<file path="src/ucode_config.svh">
`ifndef UCODE_CONFIG_SVH
`define UCODE_CONFIG_SVH

////////////////////////////////////////
// Table and ROM geometry
////////////////////////////////////////

// Width of one opcode byte from the host
`define UCODE_OPCODE_W 8

// Micro-pc width, enough to reach every ROM word
`define UCODE_ADDR_W 9

// Words in the micro-op ROM
`define UCODE_ROM_DEPTH 512

////////////////////////////////////////
// Fixed flow addresses and codes
////////////////////////////////////////

// Start of the flow for opcodes without an entry
`define UCODE_FLOW_DEFAULT 278

// Byte that selects the extended table for the next opcode
`define UCODE_CB_PREFIX 8'hCB

`endif

</file>
<file path="src/ucodePkg.sv">
`include "ucode_config.svh"

package ucodePkg;

	////////////////////////////////////////
	// Flow control field
	////////////////////////////////////////

	// How the sequencer moves on after a word
	typedef enum logic [2:0]
	{
		ctlOp       = 3'd0,
		ctlInc      = 3'd1,
		ctlEof      = 3'd2,
		ctlIncEof   = 3'd3,
		ctlIncEofZ  = 3'd4,
		ctlIncEofNz = 3'd5,
		ctlIncEofC  = 3'd6,
		ctlUpdFlags = 3'd7
	} flowCtlT;

	////////////////////////////////////////
	// Datapath operation field
	////////////////////////////////////////

	typedef enum logic [4:0]
	{
		opNop     = 5'd0,
		opSma     = 5'd1,
		opSrm     = 5'd2,
		opInc16   = 5'd3,
		opDec16   = 5'd4,
		opSx16r   = 5'd5,
		opSrx16   = 5'd6,
		opAddx16  = 5'd7,
		opAddx16u = 5'd8,
		opSubx16  = 5'd9,
		opSpc     = 5'd10,
		opBit     = 5'd11,
		opShr     = 5'd12,
		opRrot    = 5'd13,
		opJcb     = 5'd14,
		opCeti    = 5'd15,
		opZ801bop = 5'd16
	} uopOpT;

	// Operand selector, x8 and x16 are datapath scratch registers
	typedef enum logic [3:0]
	{
		argNull = 4'd0,
		argA    = 4'd1,
		argB    = 4'd2,
		argC    = 4'd3,
		argPc   = 4'd4,
		argX8   = 4'd5,
		argX16  = 4'd6
	} uopArgT;

	// One ROM word
	typedef struct packed
	{
		flowCtlT ctl;
		uopOpT   op;
		uopArgT  arg;
	} uopT;

	typedef logic [`UCODE_ADDR_W-1:0] uAddrT;

endpackage

</file>
<file path="src/microSequencer.sv">
`timescale 1ns/100ps
`include "ucode_config.svh"

module microSequencer import ucodePkg::*;
(
	input  logic  clk,
	input  logic  rstN,
	input  logic  opReq,
	input  uAddrT flowStart,
	input  uopT   romWord,
	input  logic  flagZ,
	input  logic  flagC,
	output uAddrT uPc,
	output logic  cbSel,
	output logic  opAck,
	output logic  uopValid,
	output uopT   uop,
	output logic  pcInc
);

	typedef enum logic [1:0]
	{
		stIdle = 2'd0,
		stRun  = 2'd1,
		stAck  = 2'd2
	} seqStateT;

	seqStateT state;

	logic ctlEnds;
	logic ctlIncKind;
	logic jcbSeen;
	logic flowEnd;

	////////////////////////////////////////
	// Word decode
	////////////////////////////////////////

	// Conditional kinds end the flow only when their flag agrees
	always_comb
	begin
		case (romWord.ctl)
			ctlEof:
			begin
				ctlEnds    = 1'b1;
				ctlIncKind = 1'b0;
			end
			ctlInc:
			begin
				ctlEnds    = 1'b0;
				ctlIncKind = 1'b1;
			end
			ctlIncEof:
			begin
				ctlEnds    = 1'b1;
				ctlIncKind = 1'b1;
			end
			ctlIncEofZ:
			begin
				ctlEnds    = flagZ;
				ctlIncKind = 1'b1;
			end
			ctlIncEofNz:
			begin
				ctlEnds    = !flagZ;
				ctlIncKind = 1'b1;
			end
			ctlIncEofC:
			begin
				ctlEnds    = flagC;
				ctlIncKind = 1'b1;
			end
			default:
			begin
				ctlEnds    = 1'b0;
				ctlIncKind = 1'b0;
			end
		endcase
	end

	// Prefix jump closes this transaction as well
	assign jcbSeen = (romWord.op == opJcb);
	assign flowEnd = uopValid && (ctlEnds || jcbSeen);

	////////////////////////////////////////
	// Control FSM
	////////////////////////////////////////

	always_ff @(posedge clk)
	begin
		if (!rstN)
		begin
			state <= stIdle;
			uPc   <= '0;
			cbSel <= 1'b0;
		end
		else
		begin
			case (state)
				stIdle:
				begin
					if (opReq)
					begin
						uPc   <= flowStart;
						cbSel <= 1'b0;
						state <= stRun;
					end
				end
				stRun:
				begin
					uPc <= uPc + `UCODE_ADDR_W'(1);
					if (jcbSeen)
						cbSel <= 1'b1;
					if (flowEnd)
						state <= stAck;
				end
				stAck:
				begin
					// Hold the ack until the host lets go
					if (!opReq)
						state <= stIdle;
				end
				default:
					state <= stIdle;
			endcase
		end
	end

	assign uopValid = (state == stRun);
	assign opAck    = (state == stAck);
	assign uop      = romWord;
	assign pcInc    = uopValid && ctlIncKind;

	// Ack follows directly on the last micro-op of a flow
	ackAfterFlow: assert property (@(posedge clk) disable iff (!rstN)
		$rose(opAck) |-> !uopValid && $past(uopValid));

	// Micro-ops only stream outside idle and under a live request
	validNeedsReq: assert property (@(posedge clk) disable iff (!rstN)
		uopValid |-> (state != stIdle) && opReq);

endmodule

</file>
<file path="config.mk">
export PLATFORM = sky130hd
export DESIGN_NAME = microSequencer
export DESIGN_NICKNAME = d
export VERILOG_FILES = /design/src/ucodePkg.sv /design/src/microSequencer.sv
export VERILOG_INCLUDE_DIRS = /design/src /design/src/src
export SDC_FILE = /design/constraint.sdc
export NUM_CORES = 1
export LEC_CHECK = 0
export ABC_AREA = 1
export BUFFER_PORTS_ARGS = -buffer_cell sky130_fd_sc_hd__buf_2
export CAP_MARGIN = 20
export CORE_MARGIN = 1.5
export CORE_UTILIZATION = 30
export CTS_CLUSTER_SIZE = 8
export DETAILED_ROUTE_END_ITERATION = 10
export GPL_TIMING_DRIVEN = 0
export SLEW_MARGIN = 20
export SYNTH_ARGS = -nofsm -noshare
export SYNTH_HDL_FRONTEND = slang
export SYNTH_SLANG_ARGS = --single-unit
</file>
<file path="constraint.sdc">
create_clock -name clk -period 1.4 [get_ports clk]
set_clock_uncertainty 0.15 [all_clocks]
set_input_delay 0.28 -clock clk [delete_from_list [all_inputs] [get_ports clk]]
set_output_delay 0.28 -clock clk [all_outputs]
set_load 0.02 [all_outputs]
</file>
==> impl_results.md <==
- Maxcap violations: 0
- Detailed Route WL: 2.329 mm
- Number of warning messages in the yosys log: 0
- Site Rows: 19
- Drt initial violations: 20
- Number of detailed-route iterations in the first pass: 4
- Static leakage: 0.0006671 µW
- Met1 usage in global routing: 0.1800
- Clock-pin slew of the registers on the worst-case setup and hold paths: 0.07 ns
- Number of hold buffers added after cts: 0
- Number of antenna cells inserted: 0
- Cell area after synthesis: 849.6 µm²
- Die W: 56.22 µm
- Worst-skew pair later-pin latency: 0.28 ns
- Worst setup SP type: flip-flop
- Worst path max stage delay: 0.39 ns
- Post-DP HPWL: 1.743 mm
- Final estimated routing congestion in global placement: 0.7857
- Routing layer with the top usage in global route: met2
- Library cell contributing the largest single delay on the critical path: sky130_fd_sc_hd__dfxtp_2
- GRT Resource Usage Total: 0.1499
- Synthesized instance count: 142
- Die height: 56.22 µm
- # DRC: 0
- Req. time, crit path: 0.97 ns
- Library cell used as clock root buffer: sky130_fd_sc_hd__clkbuf_4
- Kind of end point of the critical path: primary output
- Number of vias per cell after detailed routing: 4.489
- Part of the Yosys area used for sequential elements: 0.2828
- Number of H-tree levels: 1
- Antenna violations before repair: 0
- Worst voltage drop across the vdd grid: 611.4 µV
- Post-Syn Nets: 169
- Count of endpoints failing hold in the final timing report: 0
- Worst setup margin: -0.02614 ns
- Pin count of the biggest net entering global routing: 10
- Share of layout cells above drive strength 1: 0.4541
- Unique masters post-synth: 18
- Post-route minimum period: 1.426 ns
- Cell-by-cell trace of the critical path: nand2_4, a21oi_2, buf_4
- Syn avg cell area: 5.983 µm²
- Area enclosed by the die boundary: 3160 µm²
- Area growth from synthesis to final layout: 48.16%
- Initial cell density of the core: 0.3135
- Remaining max-slew budget at the tightest pin: 0.7870
- Global routing met3 resource utilization: 0.04186
- Seq cells post-synth: 12
- Unrepaired setup endpoints after global routing: true
- Number of nets with antenna violations after routing: 0
- Setup slack after placement: 0.04073 ns
- Pin slew with the least headroom to its limit: 0.3191 ns
- Peak Freq: 701.2 MHz
- CTS buffer count: 3
- Category of the most critical setup path: reg -> out
- Congestion Overflow GR: 0
- Ratio of final minimum period to clock period: 1.019
- Number of clock sinks: 12
- TritonCTS clock tree: built
- WP data arrival: 1.00 ns
- Number of buffer cells added on primary ports: 46
- Final routed wire length divided by cell count: 10.26 µm
- Sum of negative setup slack: -0.02614 ns
- Largest fanout on the critical path: 4
- Clk buf depth: 2
- Run status: complete, but fails checks
- Via count of the first global-routing pass: 906
- Total number of vias: 1,019
- Violations in the final reports: negative setup slack
- Pwr Density: 777.9 nW/µm²
- Standard cell core area: 2710 µm²
- NumNets Final: 225
- Wire length of the first global-routing pass: 3.774 mm
- Number of pins with negative max-slew slack in the final report: 0
- Met2 track demand over resource in global routing: 0.2555
- Worst hold-check path type: in -> reg
- Number of setup violations in the final report: 1
- Number of ports placed on the die boundary: 51
==> per-layer routing <==
layer,part of all wire,vias to the layer above
li1,-,540
met4,0.013,0
met3,0.056,4
met5,0,-
met2,0.51,26
met1,0.42,449
==> worst max-delay path: cells and delay by family (launching register included) <==
| kind | cells | cell delay [ns] |
|---|---|---|
| flip-flops | 1 | 0.39 |
| buffers and inverters | 1 | 0.15 |
| AO/OA/AOI/OAI | 1 | 0.10 |
| AND/OR/NAND/NOR | 1 | 0.08 |
==> synthesized netlist by cell type <==
cell type                  count  area [µm²]
sky130_fd_sc_hd__a21oi_1       7       35.03
sky130_fd_sc_hd__a31oi_1       2       12.51
sky130_fd_sc_hd__buf_4        12       90.09
sky130_fd_sc_hd__buf_6         1       11.26
sky130_fd_sc_hd__dfxtp_1      12       240.2
sky130_fd_sc_hd__ha_1          1       12.51
sky130_fd_sc_hd__inv_1        20       75.07
sky130_fd_sc_hd__inv_2         3       11.26
sky130_fd_sc_hd__nand2_1      42       157.7
sky130_fd_sc_hd__nand2_2       1       6.260
sky130_fd_sc_hd__nand3_1      13       65.06
sky130_fd_sc_hd__nand4_1       1       6.260
sky130_fd_sc_hd__nor2_1       17       63.81
sky130_fd_sc_hd__nor2_2        3       18.77
sky130_fd_sc_hd__o211ai_1      2       15.01
sky130_fd_sc_hd__o21ai_0       2       10.01
sky130_fd_sc_hd__o21ai_1       2       10.01
sky130_fd_sc_hd__xor2_1        1       8.760
==> report_power, final <==
| group | switching [µW] | internal (µW) |
|---|---|---|
| sequential | 34.9 | 371 |
| clock | 118 | 99.8 |
| combinational | 203 | 153 |
| total | 356 | 624 |
==> cell usage in the layout, fill, tap and decap left out, types with 3 or more instances in the layout <==
master                     instances
sky130_fd_sc_hd__a21oi_1           5
sky130_fd_sc_hd__nand2_1          40
sky130_fd_sc_hd__clkbuf_4          3
sky130_fd_sc_hd__dfxtp_1           6
sky130_fd_sc_hd__nand3_1          12
sky130_fd_sc_hd__dfxtp_2           4
sky130_fd_sc_hd__buf_4            20
sky130_fd_sc_hd__nor2_1           15
sky130_fd_sc_hd__inv_1            19
sky130_fd_sc_hd__nor2_4            4
sky130_fd_sc_hd__inv_2             4
sky130_fd_sc_hd__buf_2            43
==> flip-flops by register name, indices dropped and copies added (netlist names) <==
register	count
uPc	9
state	2
cbSel	1
==> per-stage QoR <==
step	utilization	power [µW]	cell area [µm²]	hold slack, ns	instances
finish	0.4645	979.1	1259	0.1038	227
global route	0.4645	1046	1259	0.1011	227
CTS	0.4400	963.1	1192	0.09782	226
detailed placement	0.4132	717.7	1120	0.3089	219
global placement	0.4132	711.5	1120	0.3035	219
floorplan	-	609.2	850.8	0.2276	142
==> worst paths after layout <==
path | startpoint | end | slack, ns | cells after the start
worst min register to register | cbSel$_SDFFE_PN0P_ | cbSel$_SDFFE_PN0P_ | 0.32 | 2
worst max-delay path | state[0]$_SDFFE_PN0P_ | pcInc | -0.03 | 3
worst max register to register | state[0]$_SDFFE_PN0P_ | uPc[5]$_SDFFE_PN0P_ | 0.05 | 8
worst min-delay path | flowStart[1] | uPc[1]$_SDFFE_PN0P_ | 0.10 | 3
==> area by class of cell <==
cell class | instances | area (µm²)
Fill cell | 302 | 1451
Timing Repair Buffer | 52 | 286.5
Multi-Input combinational cell | 94 | 481.7
Sequential cell | 12 | 252.7
Tap cell | 31 | 38.79
Clock buffer | 3 | 22.52
Buffer | 12 | 90.09
Inverter | 23 | 86.33
==> repair_timing <==
item,4_1_cts,5_1_grt
setup endpoints to repair,2,12
buffers inserted,4,2
pin swaps,0,3
resized for setup,7,19
==> cells by family after synthesis <==
| family | after synthesis | share of synthesized area |
|---|---|---|
| adders and majority gates | 1 | 0.01473 |
| xor gates and xnor gates | 1 | 0.01031 |
| and+or+nand+nor | 77 | 0.3741 |
| AOI/OAI and AO/OA | 15 | 0.09719 |
| buffers and inverters | 36 | 0.2209 |
| DFF | 12 | 0.2828 |
Note: power is estimated with default switching activity, not from simulation.
