--- src/ucode_config.svh ---
`ifndef UCODE_CONFIG_SVH
`define UCODE_CONFIG_SVH

////////////////////////////////////////
// Table and ROM geometry
////////////////////////////////////////

// Width of one opcode byte from the host
`define UCODE_OPCODE_W 8

// Micro-pc width, enough to reach every ROM word
`define UCODE_ADDR_W 9

// Words in the micro-op ROM
`define UCODE_ROM_DEPTH 512

////////////////////////////////////////
// Fixed flow addresses and codes
////////////////////////////////////////

// Start of the flow for opcodes without an entry
`define UCODE_FLOW_DEFAULT 278

// Byte that selects the extended table for the next opcode
`define UCODE_CB_PREFIX 8'hCB

`endif

--- src/ucodePkg.sv ---
`include "ucode_config.svh"

package ucodePkg;

	////////////////////////////////////////
	// Flow control field
	////////////////////////////////////////

	// How the sequencer moves on after a word
	typedef enum logic [2:0]
	{
		ctlOp       = 3'd0,
		ctlInc      = 3'd1,
		ctlEof      = 3'd2,
		ctlIncEof   = 3'd3,
		ctlIncEofZ  = 3'd4,
		ctlIncEofNz = 3'd5,
		ctlIncEofC  = 3'd6,
		ctlUpdFlags = 3'd7
	} flowCtlT;

	////////////////////////////////////////
	// Datapath operation field
	////////////////////////////////////////

	typedef enum logic [4:0]
	{
		opNop     = 5'd0,
		opSma     = 5'd1,
		opSrm     = 5'd2,
		opInc16   = 5'd3,
		opDec16   = 5'd4,
		opSx16r   = 5'd5,
		opSrx16   = 5'd6,
		opAddx16  = 5'd7,
		opAddx16u = 5'd8,
		opSubx16  = 5'd9,
		opSpc     = 5'd10,
		opBit     = 5'd11,
		opShr     = 5'd12,
		opRrot    = 5'd13,
		opJcb     = 5'd14,
		opCeti    = 5'd15,
		opZ801bop = 5'd16
	} uopOpT;

	// Operand selector, x8 and x16 are datapath scratch registers
	typedef enum logic [3:0]
	{
		argNull = 4'd0,
		argA    = 4'd1,
		argB    = 4'd2,
		argC    = 4'd3,
		argPc   = 4'd4,
		argX8   = 4'd5,
		argX16  = 4'd6
	} uopArgT;

	// One ROM word
	typedef struct packed
	{
		flowCtlT ctl;
		uopOpT   op;
		uopArgT  arg;
	} uopT;

	typedef logic [`UCODE_ADDR_W-1:0] uAddrT;

endpackage

--- src/opcodeDispatch.sv ---
`timescale 1ns/100ps
`include "ucode_config.svh"

module opcodeDispatch import ucodePkg::*;
(
	input  logic [`UCODE_OPCODE_W-1:0] opcode,
	input  logic                       cbSel,
	output uAddrT                      flowStart
);

	// Base table opcodes
	localparam logic [`UCODE_OPCODE_W-1:0] codeNop  = 8'h00;
	localparam logic [`UCODE_OPCODE_W-1:0] codeIncB = 8'h04;
	localparam logic [`UCODE_OPCODE_W-1:0] codeDecB = 8'h05;
	localparam logic [`UCODE_OPCODE_W-1:0] codeLdBn = 8'h06;
	localparam logic [`UCODE_OPCODE_W-1:0] codeIncC = 8'h0C;
	localparam logic [`UCODE_OPCODE_W-1:0] codeDecC = 8'h0D;
	localparam logic [`UCODE_OPCODE_W-1:0] codeLdCn = 8'h0E;
	localparam logic [`UCODE_OPCODE_W-1:0] codeJrNz = 8'h20;
	localparam logic [`UCODE_OPCODE_W-1:0] codeJrZ  = 8'h28;
	localparam logic [`UCODE_OPCODE_W-1:0] codeJrNc = 8'h30;
	localparam logic [`UCODE_OPCODE_W-1:0] codeLdAn = 8'h3E;
	localparam logic [`UCODE_OPCODE_W-1:0] codeAddB = 8'h80;
	localparam logic [`UCODE_OPCODE_W-1:0] codeSubB = 8'h90;
	localparam logic [`UCODE_OPCODE_W-1:0] codeDi   = 8'hF3;

	// Extended table opcodes
	localparam logic [`UCODE_OPCODE_W-1:0] codeRrFirst = 8'h18;
	localparam logic [`UCODE_OPCODE_W-1:0] codeRrHl    = 8'h1E;
	localparam logic [`UCODE_OPCODE_W-1:0] codeRrLast  = 8'h1F;
	localparam logic [`UCODE_OPCODE_W-1:0] codeSrlB    = 8'h38;
	localparam logic [`UCODE_OPCODE_W-1:0] codeBit7H   = 8'h7C;

	always_comb
	begin
		if (cbSel)
		begin
			// First matching item wins, so RR (hl) is carved out of the range
			case (opcode) inside
				codeBit7H:                 flowStart = uAddrT'(16);
				codeSrlB:                  flowStart = uAddrT'(505);
				codeRrHl:                  flowStart = '0;
				[codeRrFirst:codeRrLast]:  flowStart = uAddrT'(509);
				default:                   flowStart = '0;
			endcase
		end
		else
		begin
			case (opcode)
				codeLdAn:         flowStart = uAddrT'(26);
				codeLdBn:         flowStart = uAddrT'(60);
				codeLdCn:         flowStart = uAddrT'(23);
				codeIncB:         flowStart = uAddrT'(161);
				codeIncC:         flowStart = uAddrT'(32);
				codeDecB:         flowStart = uAddrT'(300);
				codeDecC:         flowStart = uAddrT'(48);
				codeAddB:         flowStart = uAddrT'(178);
				codeSubB:         flowStart = uAddrT'(132);
				codeJrNz:         flowStart = uAddrT'(17);
				codeJrZ:          flowStart = uAddrT'(106);
				codeJrNc:         flowStart = uAddrT'(414);
				codeNop:          flowStart = uAddrT'(162);
				codeDi:           flowStart = uAddrT'(163);
				`UCODE_CB_PREFIX: flowStart = uAddrT'(13);
				default:          flowStart = uAddrT'(`UCODE_FLOW_DEFAULT);
			endcase
		end
	end

endmodule

--- config.mk ---
export PLATFORM = sky130hd
export DESIGN_NAME = opcodeDispatch
export DESIGN_NICKNAME = d
export VERILOG_FILES = /design/src/ucodePkg.sv /design/src/opcodeDispatch.sv
export VERILOG_INCLUDE_DIRS = /design/src /design/src/src
export SDC_FILE = /design/constraint.sdc
export NUM_CORES = 1
export LEC_CHECK = 0
export BUFFER_PORTS_ARGS = -buffer_cell sky130_fd_sc_hd__buf_2
export CORE_AREA = 2 2 39 41
export DETAILED_ROUTE_END_ITERATION = 16
export DIE_AREA = 0 0 41 43
export PLACE_DENSITY = 0.66
export SLEW_MARGIN = 20
export SYNTH_ARGS = -nofsm -noshare
export SYNTH_HDL_FRONTEND = slang
export SYNTH_SLANG_ARGS = --single-unit
--- constraint.sdc ---
create_clock -name vclk -period 3.7
set_input_delay 0.555 -clock vclk [all_inputs]
set_output_delay 0.555 -clock vclk [all_outputs]
set_load 0.005 [all_outputs]
==> flow_summary.toml, run 1 <==
[outcome]
status = "completed"

[die]
initial_core_util_pct = 38.3
ios = 18
core_um2 = 1380
die_h_um = 43
row_count = 14
fp.dieW_um = 41
dieArea_um2 = 1760

[routing]
drc = 0
dr.pass1.iters = 4
drt_iter0_markers = 23
drtAntennaViolNets = 0
via_per_inst = 6.30
drt-total-wl_um = 1570
wire_per_inst_um = 14.3
vias = 693

[placed_design]
gp_congestion = 0.978
portBuffers = 18
pre_cts_ws_ns = 0.917
dp_hpwl_um = 1220
placed_cell_area_um2 = 589

[cells_and_area]
antenna_cells = 0
seqCellArea_um2 = 0
layout-drive-gt1-share_pct = 26.6
design.seq.count = 0
final_nets = 105
layout_common_cells = "buf_2, nand2_1, nor2_1, nor3_1"
layout_commonest_cell = "buf_2"
syn_to_final_growth_pct = 11.1
nClkBuffers = 0
stdcell_area_um2 = 589

[sta]
period_share_pct = 76.3
drv_slew = 0
rsz0062_at_grt = "no"
finalHoldViolCount = 0
max_freq_mhz = 354
slew_headroom_pct = 68.1
period_minus_slack_ns = 2.82
finalSetupViolCount = 0
setup_slack_ns = 0.876
worstMarginPinSlew_ns = 0.473
setup_tns_ns = 0

[logic_synthesis]
synthCells = 87
yosysTopAreaCell = "buf_2"
yosys.area.top_type_share_pct = 7.55
synth.distinct_cells = 35
yosys_warnings = 0
syn_area_um2 = 531
ys_seq_area_share_pct = 0
synthTopCellsByArea = "buf_2, nand2_1, nor3_1"
syn_nets = 96
syn_area_per_cell_um2 = 6.10

[critical_path]
crit_path_end_kind = "output pin"
required_ns = 3.14
critPathLaunchType = "input port"
crit_arrival_ns = 2.27
path_class = "in -> out"
cp_max_fo = 11

[pwr]
power.share.clock_pct = 0
p_comb_share_pct = 100.0
irDropWorstVdd_mv = 0.0484
p_int_uw = 16.6
p_per_area_nw_per_um2 = 79.0
p_sw_uw = 30.0
power.switching_fraction_pct = 64.4
p_leak_uw = 0.000216
seq_power_share_pct = 0

[global_route]
grt_pass1_vias = 538
track_usage_pct = 19.5
grt_overflow = 0
grt_start_max_net_pins = 17
grt_pass1_wl_um = 2520
grt_antenna_before_repair = 0

[hold_path]
holdPathStages = 3
min-delay-start = "cbSel"
hold_end = "flowStart[1]"
hold_path.class = "in -> out"

[flow_run]
maxCapViolCount = 0

[clock_network]
ctsHoldBuffers = 0
post_cts_buffers = 0
cts_resized = 0
==> power groups by stage <==
| stage | clock [uW] | combinational, uW | sequential (uW) |
|---|---|---|---|
| after floorplan | 0 | 34.2 | 0 |
| after global placement | 0 | 45.9 | 0 |
| after detailed placement | 0 | 45.8 | 0 |
| after CTS | 0 | 45.9 | 0 |
| after global routing | 0 | 51.3 | 0 |
| final | 0 | 46.6 | 0 |
==> worst max-delay path by stage <==
stage	from	endpoint	slack, ns	cells past startpoint
global route	opcode[5]	flowStart[7]	0.81	7
detailed placement	opcode[1]	flowStart[4]	0.92	7
finish	opcode[1]	flowStart[4]	0.88	7
floorplan	opcode[1]	flowStart[4]	1.26	5
global placement	opcode[1]	flowStart[4]	0.94	7
CTS	opcode[1]	flowStart[4]	0.91	7
==> critical path: stages <==
cell and delay (ns):
buf_2 0.16, or4_4 0.56, or4_1 0.49, o31ai_1 0.09
a2111oi_1 0.09, a32oi_1 0.17, buf_2 0.14
==> cell families after synthesis <==
| group | after synthesis | share of synthesized area, % |
|---|---|---|
| AND/OR/NAND/NOR | 46 | 49.5 |
| AO/OA/AOI/OAI | 26 | 36.1 |
| buffers and inverters | 13 | 11.1 |
| XOR/XNOR | 2 | 3.30 |
==> area by class of cell <==
| cell class | instances | area [um2] |
|---|---|---|
| well taps | 16 | 20.0 |
| repair buffers | 18 | 90.1 |
| inverters | 2 | 7.51 |
| fillers | 158 | 795 |
| multi-input cells | 74 | 472 |
==> cells in the mapped netlist (all sizes together) (2+ instances only) <==
cell and n:
a211oi 2, a21o 2, a21oi 2, a32oi 2, buf 8, clkbuf 3
inv 2, nand2 10, nand3 4, nand4 2, nor2 7, nor3 7
nor4 3, o21ai 7, o41ai 3, or2 3, or3 2, or4 4
xnor2 2
==> per-layer routing <==
metal / share of wire (%) / global-route usage (%)
met1: 47 / 30.7
met2: 47 / 29.4
met3: 4.4 / 0
met4: 1.6 / 2.67
met5: 0 / 0
==> through the flow <==
| stage | power (uW) | utilization, % | cells | hold slack [ns] |
|---|---|---|---|---|
| 2_1_floorplan | 34.2 | - | 87 | 1.20 |
| 3_3_place_gp | 45.9 | 42.6 | 110 | 1.50 |
| 3_5_place_dp | 45.8 | 42.6 | 110 | 1.50 |
| 4_1_cts | 45.9 | 42.6 | 110 | 1.51 |
| 5_1_grt | 51.3 | 42.6 | 110 | 1.55 |
| 6_report | 46.6 | 42.6 | 110 | 1.51 |
No activity file was read; power rests on OpenSTA's default activity.
==> inputs of run 2 (changes only) <==
clock period = 2.7 ns   (was 3.7 ns; I/O delays follow)
==> flow_summary.toml, run 2 (synthesized netlist as in run 1, its figures left out) <==
[cells_and_area]
final_nets = 108
layout_common_cells = "buf_2, nand2_1, nor2_1, nor3_1"
seqCellArea_um2 = 0
syn_to_final_growth_pct = 15.3
layout_commonest_cell = "buf_2"
fin_cells = 113
nClkBuffers = 0
layout-drive-gt1-share_pct = 28.9
design.seq.count = 0
antenna_cells = 0

[die]
die_h_um = 43
ios = 18
dieArea_um2 = 1760
fp.dieW_um = 41
row_count = 14
core_um2 = 1380
initial_core_util_pct = 38.3

[routing]
drt_iter0_markers = 22
vias = 689
dr.pass1.iters = 4
wire_per_inst_um = 14.0
drtAntennaViolNets = 0
drc = 0
drt-total-wl_um = 1590
via_per_inst = 6.10

[sta]
worstMarginPinSlew_ns = 0.458
rsz0062_at_grt = "no"
period_share_pct = 92.0
finalHoldViolCount = 0
period_minus_slack_ns = 2.48
drv_slew = 0
max_freq_mhz = 403
setup_tns_ns = 0
finalSetupViolCount = 0
slew_headroom_pct = 69.1

[outcome]
status = "completed"

[critical_path]
crit_path_frequent_cell = "buf_2"
cp.depth = 7
cp_max_fo = 11
path_class = "in -> out"
cp-startpoint = "opcode[0]"
cp_num_buf_inv = 2
crit_path_end_kind = "output pin"
crit_end = "flowStart[4]"
crit_arrival_ns = 2.08
critPathLaunchType = "input port"
required_ns = 2.30
slowest_delay_ns = 0.55
crit_slowest_cell = "or4_4"
cp_cell_sequence = "buf_2 -> or4_4 -> or4_1 -> o31ai_1 -> a2111oi_1 -> a32oi_1 -> buf_2"
crit_family = "simple AND/OR/NAND/NOR gates"

[global_route]
grt_overflow = 0
track_usage_pct = 20.5
grt_pass1_wl_um = 2720
grt_pass1_vias = 614
grt_antenna_before_repair = 0
grt_start_max_net_pins = 16

[hold_path]
min-delay-start = "cbSel"
hold_path.class = "in -> out"

[pwr]
p_sw_uw = 41.9
p_per_area_nw_per_um2 = 110
irDropWorstVdd_mv = 0.0676
power.switching_fraction_pct = 62.1
p_leak_uw = 0.000230
p_int_uw = 25.6
power.share.clock_pct = 0
seq_power_share_pct = 0
p_comb_share_pct = 100.0

[flow_run]
maxCapViolCount = 0

[clock_network]
post_cts_buffers = 0
ctsHoldBuffers = 0
cts_resized = 0

[placed_design]
dp_cells = 113
portBuffers = 18
dp_hpwl_um = 1210
gp_congestion = 0.973
[run 2: cell types whose count changed in the layout (fill, tap and decap cells not counted), sizes merged]
| cell | previous run | this run |
|---|---|---|
| buf | 18 | 21 |
[run 2: layout make-up]
cell class                      count  area, um2
Tap cell                           16       20.0
Fill cell                         147        772
Inverter                            2       7.51
Multi-Input combinational cell     74        472
Timing Repair Buffer               21        113
[run 2: worst min path at each step]
stage | endpoint | depth (start not counted)
3_5_place_dp | flowStart[1] | 3
3_3_place_gp | flowStart[1] | 3
6_report | flowStart[1] | 3
2_1_floorplan | flowStart[5] | 1
4_1_cts | flowStart[1] | 3
5_1_grt | flowStart[1] | 3
[run 2: routing by layer]
metal	part of all wire, %	up-vias	global-route usage, %
li1	-	355	-
met1	46	310	30.4
met2	49	24	34.1
met3	4.4	0	0
met4	0	0	0
met5	0	-	0
[run 2: per-stage QoR]
stage	cell area [um2]	power, uW	hold slack (ns)	setup slack (ns)	utilization (%)
2_1_floorplan	531	46.9	0.905	0.563	-
3_3_place_gp	612	66.5	1.20	0.259	44.2
3_5_place_dp	612	66.5	1.20	0.244	44.2
4_1_cts	612	66.8	1.21	0.240	44.2
5_1_grt	612	74.7	1.24	0.0718	44.2
6_report	612	67.5	1.22	0.216	44.2
[run 2: power by group through the flow]
stage               sequential, uW  combinational [uW]  clock, uW
floorplan                        0                46.9          0
global placement                 0                66.5          0
detailed placement               0                66.5          0
CTS                              0                66.8          0
global route                     0                74.7          0
finish                           0                67.5          0
